--- src/spiPkg.sv ---
package spiPkg;

  // one spi transfer carries a whole command word, and the count has the same width
  localparam int wordWidth = 32;
  localparam int opWidth   = 8;                  // opcode byte at the top of the word
  localparam int argWidth  = wordWidth - opWidth; // 24-bit argument below it

  // command opcodes, anything else is ignored by the decoder
  typedef enum logic [opWidth-1:0] {
    cmdNop     = 8'h00,  // readback only
    cmdClear   = 8'h01,  // count to zero
    cmdEnable  = 8'h02,  // start counting events
    cmdDisable = 8'h03,  // stop counting, count is kept
    cmdLoad    = 8'h04   // count to zero-extended arg
  } cmdOp_e;

  // received word as seen by the decoder, MSB first on the wire
  typedef struct packed {
    cmdOp_e              op;   // bits 31:24
    logic [argWidth-1:0] arg;  // bits 23:0
  } cmdWord_t;

  // decoder to counter, one-cycle strobes
  // at most one flag is high in any cycle
  typedef struct packed {
    logic                 clear;
    logic                 enable;
    logic                 disableCnt;  // "disable" is a keyword
    logic                 load;
    logic [wordWidth-1:0] loadValue;   // only meaningful with load
  } ctrl_t;

endpackage
--- src/spiCounterTop.sv ---
`timescale 1ns/1ns

// spi-controlled event counter
// host writes commands and reads the count back in the same frame
module spiCounterTop #(
  parameter int SyncStages = 2  // sync depth for all async pins
) (
  input  logic clk,
  input  logic rstN,
  input  logic sck,
  input  logic ssel,     // active low
  input  logic mosi,
  output logic miso,
  input  logic eventIn
);
  import spiPkg::*;

  cmdWord_t             rxWord;   // slave -> decoder
  logic                 rxValid;
  ctrl_t                ctrl;     // decoder -> counter
  logic [wordWidth-1:0] count;    // counter -> slave readback

  spiSlave #(
    .SyncStages(SyncStages)
  ) slaveInst (
    .clk    (clk),
    .rstN   (rstN),
    .sck    (sck),
    .ssel   (ssel),
    .mosi   (mosi),
    .miso   (miso),
    .count  (count),
    .rxWord (rxWord),
    .rxValid(rxValid)
  );

  cmdDecoder decoderInst (
    .clk    (clk),
    .rstN   (rstN),
    .rxWord (rxWord),
    .rxValid(rxValid),
    .ctrl   (ctrl)
  );

  eventCounter #(
    .SyncStages(SyncStages)
  ) counterInst (
    .clk    (clk),
    .rstN   (rstN),
    .eventIn(eventIn),
    .ctrl   (ctrl),
    .count  (count)
  );

endmodule

--- src/eventCounter.sv ---
`timescale 1ns/1ns

// counts rising edges of an asynchronous event pin
module eventCounter #(
  parameter int SyncStages = 2
) (
  input  logic                         clk,
  input  logic                         rstN,
  input  logic                         eventIn,  // async to clk
  input  spiPkg::ctrl_t                ctrl,
  output logic [spiPkg::wordWidth-1:0] count
);
  import spiPkg::*;

  logic [SyncStages:0] eventSync;  // sync flops plus the edge-detect stage
  logic                eventRise;
  logic                enabled;

  always_ff @(posedge clk or negedge rstN)
  begin
    if (!rstN)
      eventSync <= '0;
    else
      eventSync <= {eventSync[SyncStages-1:0], eventIn};
  end

  // edge seen SyncStages clk after the pin, counted one clk later
  assign eventRise = (eventSync[SyncStages -: 2] == 2'b01);

  // enable flag, holds its value between commands
  always_ff @(posedge clk or negedge rstN)
  begin
    if (!rstN)
      enabled <= 1'b0;
    else if (ctrl.enable)
      enabled <= 1'b1;
    else if (ctrl.disableCnt)
      enabled <= 1'b0;
  end

  // clear and load beat a simultaneous event
  always_ff @(posedge clk or negedge rstN)
  begin
    if (!rstN)
      count <= '0;
    else if (ctrl.clear)
      count <= '0;
    else if (ctrl.load)
      count <= ctrl.loadValue;
    else if (enabled && eventRise)
      count <= count + wordWidth'(1);  // wraps at 2^32
  end

endmodule

--- src/cmdDecoder.sv ---
`timescale 1ns/1ns

// turns each received word into a one-cycle control flag for the counter
module cmdDecoder (
  input  logic             clk,
  input  logic             rstN,
  input  spiPkg::cmdWord_t rxWord,
  input  logic             rxValid,
  output spiPkg::ctrl_t    ctrl
);
  import spiPkg::*;

  logic                 clearQ;
  logic                 enableQ;
  logic                 disableQ;
  logic                 loadQ;
  logic [wordWidth-1:0] loadValueQ;

  // flags drop back to zero the cycle after they fire
  always_ff @(posedge clk or negedge rstN)
  begin
    if (!rstN)
    begin
      clearQ   <= 1'b0;
      enableQ  <= 1'b0;
      disableQ <= 1'b0;
      loadQ    <= 1'b0;
    end
    else
    begin
      clearQ   <= 1'b0;
      enableQ  <= 1'b0;
      disableQ <= 1'b0;
      loadQ    <= 1'b0;
      if (rxValid)
      begin
        case (rxWord.op)
          cmdClear:   clearQ   <= 1'b1;
          cmdEnable:  enableQ  <= 1'b1;
          cmdDisable: disableQ <= 1'b1;
          cmdLoad:    loadQ    <= 1'b1;
          default:    ;  // nop and unknown opcodes do nothing
        endcase
      end
    end
  end

  // load argument, zero-extended to the count width
  always_ff @(posedge clk)
  begin
    if (rxValid && rxWord.op == cmdLoad)
      loadValueQ <= {{(wordWidth-argWidth){1'b0}}, rxWord.arg};
  end

  assign ctrl = '{
    clear:      clearQ,
    enable:     enableQ,
    disableCnt: disableQ,
    load:       loadQ,
    loadValue:  loadValueQ
  };

endmodule

--- src/spiSlave.sv ---
`timescale 1ns/1ns

// spi mode 0 slave, 32-bit words, everything sampled on clk
module spiSlave #(
  parameter int SyncStages = 2  // two or more
) (
  input  logic                         clk,
  input  logic                         rstN,
  input  logic                         sck,
  input  logic                         ssel,   // active low
  input  logic                         mosi,
  output logic                         miso,
  input  logic [spiPkg::wordWidth-1:0] count,  // snapshot taken at frame start
  output spiPkg::cmdWord_t             rxWord,
  output logic                         rxValid
);
  import spiPkg::*;

  // sync chains for the pins, sck and ssel get one more stage for edge detection
  logic [SyncStages:0]   sckSync;
  logic [SyncStages:0]   sselSync;
  logic [SyncStages-1:0] mosiSync;

  logic sckRise;
  logic sckFall;
  logic sselActive;
  logic sselStart;
  logic mosiBit;

  logic [4:0]           bitCnt;   // wraps at 32, one word per turn
  logic [wordWidth-1:0] rxShift;  // receive shifter, MSB first
  logic [wordWidth-1:0] txShift;  // transmit shifter, MSB on miso

  always_ff @(posedge clk or negedge rstN)
  begin
    if (!rstN)
    begin
      sckSync  <= '0;  // mode 0 idles low
      sselSync <= '1;  // deselected
    end
    else
    begin
      sckSync  <= {sckSync[SyncStages-1:0], sck};
      sselSync <= {sselSync[SyncStages-1:0], ssel};
    end
  end

  // mosi is data only, sampled when sck rises
  always_ff @(posedge clk)
  begin
    mosiSync <= {mosiSync[SyncStages-2:0], mosi};
  end

  // the top bit is the extra stage, the one below is the synced pin
  assign sckRise    = (sckSync[SyncStages -: 2] == 2'b01);
  assign sckFall    = (sckSync[SyncStages -: 2] == 2'b10);
  assign sselActive = ~sselSync[SyncStages-1];
  assign sselStart  = (sselSync[SyncStages -: 2] == 2'b10);  // frame starts at ssel fall
  assign mosiBit    = mosiSync[SyncStages-1];

  // bit counter, held at zero between frames
  always_ff @(posedge clk or negedge rstN)
  begin
    if (!rstN)
      bitCnt <= '0;
    else if (!sselActive || sselStart)
      bitCnt <= '0;
    else if (sckRise)
      bitCnt <= bitCnt + 5'd1;  // 31 -> 0 starts the next word
  end

  always_ff @(posedge clk)
  begin
    if (sselActive && sckRise)
      rxShift <= {rxShift[wordWidth-2:0], mosiBit};  // shift left, MSB arrives first
  end

  // strobe after the rise that brought in bit 32
  always_ff @(posedge clk or negedge rstN)
  begin
    if (!rstN)
      rxValid <= 1'b0;
    else
      rxValid <= sselActive && sckRise && (bitCnt == 5'd31);
  end

  assign rxWord = cmdWord_t'(rxShift);

  // readback: count snapshot first, then zeros for the rest of the frame
  always_ff @(posedge clk or negedge rstN)
  begin
    if (!rstN)
      txShift <= '0;
    else if (sselActive)
    begin
      if (sselStart)
        txShift <= count;  // bit 31 is on miso before the first rise
      else if (sckFall)
      begin
        if (bitCnt == 5'd0)
          txShift <= '0;  // first word done
        else
          txShift <= {txShift[wordWidth-2:0], 1'b0};
      end
    end
  end

  // single slave on the bus, miso is never released
  assign miso = txShift[wordWidth-1];

endmodule

--- config.mk ---
export PLATFORM = sky130hd
export DESIGN_NAME = spiCounterTop
export DESIGN_NICKNAME = d
export VERILOG_FILES = /design/src/spiPkg.sv /design/src/spiCounterTop.sv /design/src/eventCounter.sv /design/src/cmdDecoder.sv /design/src/spiSlave.sv
export SDC_FILE = /design/constraint.sdc
export NUM_CORES = 1
export LEC_CHECK = 0
export ABC_AREA = 1
export BUFFER_PORTS_ARGS = -buffer_cell sky130_fd_sc_hd__buf_4
export CORE_MARGIN = 2
export CORE_UTILIZATION = 30
export DETAILED_ROUTE_END_ITERATION = 16
export GPL_ROUTABILITY_DRIVEN = 1
export GPL_TIMING_DRIVEN = 0
export HOLD_SLACK_MARGIN = 0.12
export RECOVER_POWER = 100
export SYNTH_ARGS = -nofsm -noshare
export SYNTH_HDL_FRONTEND = slang
export SYNTH_SLANG_ARGS = --single-unit
--- constraint.sdc ---
create_clock -name clk -period 3.5 [get_ports clk]
set_clock_uncertainty 0.15 [all_clocks]
set_input_delay 0.175 -clock clk [delete_from_list [all_inputs] [get_ports clk]]
set_output_delay 0.175 -clock clk [all_outputs]
set_load 0.05 [all_outputs]
==> metrics.md, run 1 <==
| Metric | Value |
|---|---|
| Status | finished, violations left |
| Failing checks | capacitance limit, slew limit |
| Layout cells sized above 1 | 0.0720 |
| Register Area | 3830 um^2 |
| GRT Total Usage | 0.129 |
| Maximum VDD drop | 0.255 mV |
| Post-cts resize count | 0 |
| CTS Buf Count | 17 |
| Seq/Total Area, Yosys | 0.610 |
| Placed cells | 941 |
| Hold path startpoint | slaveInst.mosiSync[0] |
| Layout fillers | 2,058 |
| Final hold vios | 0 |
| Number of cell rows | 52 |
| Worst EP arrival | 2.46 ns |
| Grt ovf | 0 |
| HPWL after DPL | 9320 um |
| Area growth, synth to finish | 15.5% |
| Worst-path fanout max | 32 |
| DRC violations left | 0 |
| Reg2reg path depth | 4 |
| Worst r2r src | slaveInst.sckSync[1] |
| DRT Pass-1 Iters | 5 |
| ANT nets after route | 0 |
| Crit path required time | 3.37 ns |
| Non-filler instance count after layout | 978 |
| Fmax | 387 MHz |
| Die Y | 149 um |
| Die width | 149 um |
| Vias in the first global route | 4,356 |
| Startpoint Class | flop |
| Most common cell after layout, fill and taps aside | nand2_1 |
| Sum Neg Setup Slack | 0 ns |
| TritonCTS clock tree | done |
| Nets | 705 |
| Mapped Nets | 674 |
| Number of synthesized flops with an enable pin | 56 |
| P_leak | 2.91 nW |
| DR WL/cell | 13.5 um |
| I/O pin cnt | 7 |
| Worst skew pair latency | 0.42 ns |
| Htree depth | 4 |
| Final RePlAce weighted congestion | 0.860 |
| CTS Buffer Depth | 2 |
| Final Max Tran Viols | 85 |
| Initial antenna violation count | 0 |
| Share of async-settable or async-resettable flops after synthesis | 0.592 |
| Clock sink count | 142 |
| Final setup fails | 0 |
| Setup Buffers After CTS | 0 |
| Clock transition at the registers of the reported paths | 0.06 ns |
| Yosys cell types | 38 |
| DRT Wirelength | 13,200 um |
| Synthesized area per cell | 9.46 um^2 |
| Number of synthesis warnings | 0 |
| CP startpoint | slaveInst.sckSync[1] |
| Number of antenna diodes | 0 |
| Area of the multi-input gates | 2150 um^2 |
| Final period util | 0.739 |
| Mapped Area | 6280 um^2 |
| Post-cts hold buffer count | 5 |
| First-pass GRT wire length | 22,200 um |
| FF+latch count, synth | 142 |
| Die Area | 22,100 um^2 |
| Initial DRC count | 394 |
| Slew headroom | -0.391 |
| Max-cap violations | 2 |
| Pre-CTS WS | 1.29 ns |
| RSZ-0062 raised after global routing | false |
| Final worst slack | 0.913 ns |
| Largest net degree at the start of global routing | 85 |
| Most frequent cells in the layout | nand2_1 (160), nor2_1 (104), dfrtp_1 (81) |
| Initial Util | 0.308 |
| Ys flop type | dfrtp_1 |
| Post-Syn Instances | 664 |
| Crit end category | flop |
| Via-to-Cell Ratio | 4.63 |
| CP Class | reg -> reg |
| Core Region | 20,400 um^2 |
| Measured slew at the worst slew-check pin | 2.09 ns |
| # port buffers | 6 |
| Root Buffer | clkbuf_16 |
| Tmin final | 2.59 ns |
| Fin util | 0.356 |
| HP Class | reg -> reg |
| Total number of vias | 4,530 |
| Power per cell area | 489 nW/um^2 |
| Hold depth | 0 |
-- cell families (layout without fill, tap and decap cells) --
group                      after synthesis  count (layout)  synth area share
muxes                                    2               2           0.00319
buffers and inverters                   78             122            0.0508
adders and majority gates                4               4           0.00797
and+or+nand+nor                        358             358             0.242
DFF                                    142             142             0.610
xor gates and xnor gates                 9               9            0.0126
AOI/OAI and AO/OA                       71              71            0.0739
-- worst paths after layout --
kind,to,slack [ns]
min reg2reg,slaveInst.mosiSync[1],0.18
max in group asynchronous,counterInst.count[30],1.21
max reg2reg,slaveInst.rxWord[21],0.91
max,slaveInst.rxWord[21],0.91
min in group asynchronous,counterInst.eventSync[0],0.75
min,slaveInst.mosiSync[1],0.18
-- sequential cells by signal, indices dropped and copies added (netlist names) --
name / count
counterInst.enabled: 1
slaveInst.rxValid: 1
slaveInst.bitCnt: 5
counterInst.eventSync: 3
slaveInst.txShift: 32
decoderInst.clearQ: 1
slaveInst.sselSync: 3
slaveInst.mosiSync: 2
decoderInst.loadQ: 1
decoderInst.enableQ: 1
counterInst.count: 32
decoderInst.loadValueQ: 24
slaveInst.sckSync: 3
slaveInst.rxWord: 32
decoderInst.disableQ: 1
-- synth_stat cells (all sizes together) (2+ instances only) --
cell type  count  area share
edfxtp        56        0.27
nor2         111       0.072
buf           11       0.011
xnor2          2      0.0028
inv           53       0.032
a21oi          2      0.0016
xor2           7      0.0098
nand2        163       0.099
dfxtp          2      0.0064
nor3           3      0.0024
clkbuf        13      0.0078
nor4           3      0.0030
dfrtp         81        0.32
dfstp          3       0.013
o221ai        25       0.035
nand3         65       0.053
and3           2      0.0020
nand4          9      0.0090
ha             4      0.0080
mux2i          2      0.0032
a31oi          7      0.0070
o21ai         34       0.027
-- stage by stage --
step	hold WS (ns)	power [mW]	area, um^2
after floorplan	-0.271	1.84	6280
after global placement	0.131	1.88	6670
after detailed placement	0.132	1.88	6700
after CTS	0.178	3.58	7300
after global routing	0.201	3.68	7250
final	0.177	3.54	7250
-- per-layer routing --
| layer | wire [um] | GRT usage |
|---|---|---|
| met5 | 0 | 0 |
| met4 | 200 | 0.0433 |
| met3 | 540 | 0.0429 |
| met2 | 6010 | 0.197 |
| met1 | 6490 | 0.174 |
-- worst max-delay path, cell delays in order, from the launching register on --
cell	delay, ns
dfrtp_1	0.35
inv_1	0.07
nor2_1	0.35
inv_1	0.13
nor2_2	1.12
-- layout make-up --
| class | instances | area share |
|---|---|---|
| flip-flops and latches | 142 | 0.528 |
| plain buffers | 24 | 0.0126 |
| multi-input cells | 444 | 0.296 |
| clock inverters | 14 | 0.0145 |
| well taps | 270 | 0.0466 |
| clock buffers | 18 | 0.0621 |
| repair buffers | 12 | 0.0128 |
| inverters | 54 | 0.0279 |
-- power by group --
group,switching (mW),internal [mW],total [mW]
clock,0.733,0.959,1.69
sequential,0.0139,1.76,1.77
combinational,0.0633,0.0192,0.0826
total,0.811,2.73,3.54
(Power assumes the default switching activity.)
==> run 2, diff against run 1 <==
==> constraint.sdc (replaced) <==
create_clock -name clk -period 2.2 [get_ports clk]
set_clock_uncertainty 0.15 [all_clocks]
set_input_delay 0.11 -clock clk [delete_from_list [all_inputs] [get_ports clk]]
set_output_delay 0.11 -clock clk [all_outputs]
set_load 0.05 [all_outputs]
==> metrics.md, run 2 (same netlist as run 1, synthesis figures left out) <==
| Metric | Value |
|---|---|
| Nets | 709 |
| CP max-delay cell | nor4_4 |
| Fin util | 0.363 |
| Worst-path fanout max | 16 |
| RSZ-0062 raised after global routing | false |
| HP Class | reg -> reg |
| Max-cap violations | 0 |
| Worst r2r src | slaveInst.rxWord[24] |
| ANT nets after route | 0 |
| Final period util | 0.900 |
| Hold path startpoint | slaveInst.mosiSync[0] |
| Htree depth | 4 |
| Vias in the first global route | 4,417 |
| Fmax | 505 MHz |
| Worst EP arrival | 1.94 ns |
| Die Y | 149 um |
| Initial Util | 0.308 |
| GRT Total Usage | 0.132 |
| Clock transition at the registers of the reported paths | 0.06 ns |
| Layout cells sized above 1 | 0.0885 |
| Final Power | 6.05 mW |
| Die Area | 22,100 um^2 |
| Largest net degree at the start of global routing | 85 |
| CP max stage delay | 0.60 ns |
| Number of cell rows | 52 |
| Total number of vias | 4,533 |
| Final hold vios | 0 |
| Worst-path cell chain | nor2_1 -> nand2_1 -> nor4_4 -> buf_6 |
| Die width | 149 um |
| Final setup fails | 0 |
| Maximum VDD drop | 0.429 mV |
| Slew headroom | 0.220 |
| Via-to-Cell Ratio | 4.62 |
| P_leak | 3.00 nW |
| CTS Buffer Depth | 2 |
| Tmin final | 1.98 ns |
| Area growth, synth to finish | 17.7% |
| Core Region | 20,400 um^2 |
| CP startpoint | slaveInst.rxWord[24] |
| Clock sink count | 142 |
| Grt ovf | 0 |
| Crit end category | flop |
| Most common cell after layout, fill and taps aside | nand2_1 |
| Root Buffer | clkbuf_16 |
| Startpoint Class | flop |
| CTS Buf Count | 17 |
| TritonCTS clock tree | done |
| Initial DRC count | 283 |
| Worst skew pair latency | 0.41 ns |
| DRT Pass-1 Iters | 5 |
| First-pass GRT wire length | 22,500 um |
| Initial antenna violation count | 0 |
| Power per cell area | 819 nW/um^2 |
| Most frequent cells in the layout | nand2_1 (160), nor2_1 (106), dfrtp_1 (81) |
| Layout fillers | 2,046 |
| Status | completed |
| # port buffers | 6 |
| DR WL/cell | 14.1 um |
| Final RePlAce weighted congestion | 0.863 |
| Crit path required time | 2.16 ns |
| Measured slew at the worst slew-check pin | 1.17 ns |
| DRT Wirelength | 13,800 um |
| DRC violations left | 0 |
| HPWL after DPL | 9390 um |
| Number of antenna diodes | 0 |
| CP Class | reg -> reg |
| Sum Neg Setup Slack | 0 ns |
| I/O pin cnt | 7 |
| Final Max Tran Viols | 0 |
## run 2: where the power goes
| group | internal, mW | leakage [nW] | switching (mW) |
|---|---|---|---|
| registers | 2.79 | 1.67 | 0.0230 |
| logic | 0.0344 | 1.01 | 0.104 |
| clock network | 1.97 | 0.315 | 1.12 |
## run 2: critical path: cells and delay by family, from the launching register on
| family | cells | cell delay, ns |
|---|---|---|
| AND/OR/NAND/NOR | 3 | 0.82 |
| flip-flops | 1 | 0.44 |
| buffers and inverters | 1 | 0.28 |
## run 2: worst paths after layout
kind	end	slack [ns]	depth (start not counted)
min	slaveInst.mosiSync[1]	0.18	0
max reg2reg	decoderInst.loadValueQ[16]	0.22	4
min reg2reg	slaveInst.mosiSync[1]	0.18	0
max in group asynchronous	counterInst.count[13]	0.79	2
min in group asynchronous	counterInst.eventSync[0]	0.34	2
max	decoderInst.loadValueQ[16]	0.22	4
## run 2: metrics by stage
stage                     std cells  cell area (um^2)  worst slack, ns  hold slack [ns]
after floorplan                 664              6300           0.0263           -0.336
after global placement          940              6680           -0.473           0.0664
after detailed placement        941              6700          -0.0258           0.0694
after CTS                       979              7400            0.106            0.173
after global routing            982              7390           0.0543            0.194
final                           982              7390            0.219            0.177
## run 2: cell type report
class	instances	area [um^2]	area share
Buffer	24	116	0.0157
Clock buffer	20	457	0.0618
Clock inverter	12	184	0.0249
Inverter	54	203	0.0274
Multi-Input combinational cell	445	2140	0.289
Sequential cell	142	3830	0.518
Tap cell	270	338	0.0457
Timing Repair Buffer	15	125	0.0169
## run 2: routing by layer
metal | track usage | vias to the layer above | wire length (um)
met3 | 0.0294 | 15 | 342
met2 | 0.202 | 51 | 6270
li1 | - | 2300 | -
met1 | 0.180 | 2167 | 6930
met4 | 0.0562 | 0 | 284
met5 | 0 | - | 0
## run 2: what timing repair did
item                                    CTS  global route
hold buffers                              5             0
endpoints found under the setup margin   32            34
resized for setup                         1             0
pin swaps                                 0             3
cloned                                    1             0
buffers inserted                          0             3
endpoints found under the hold margin    85             0
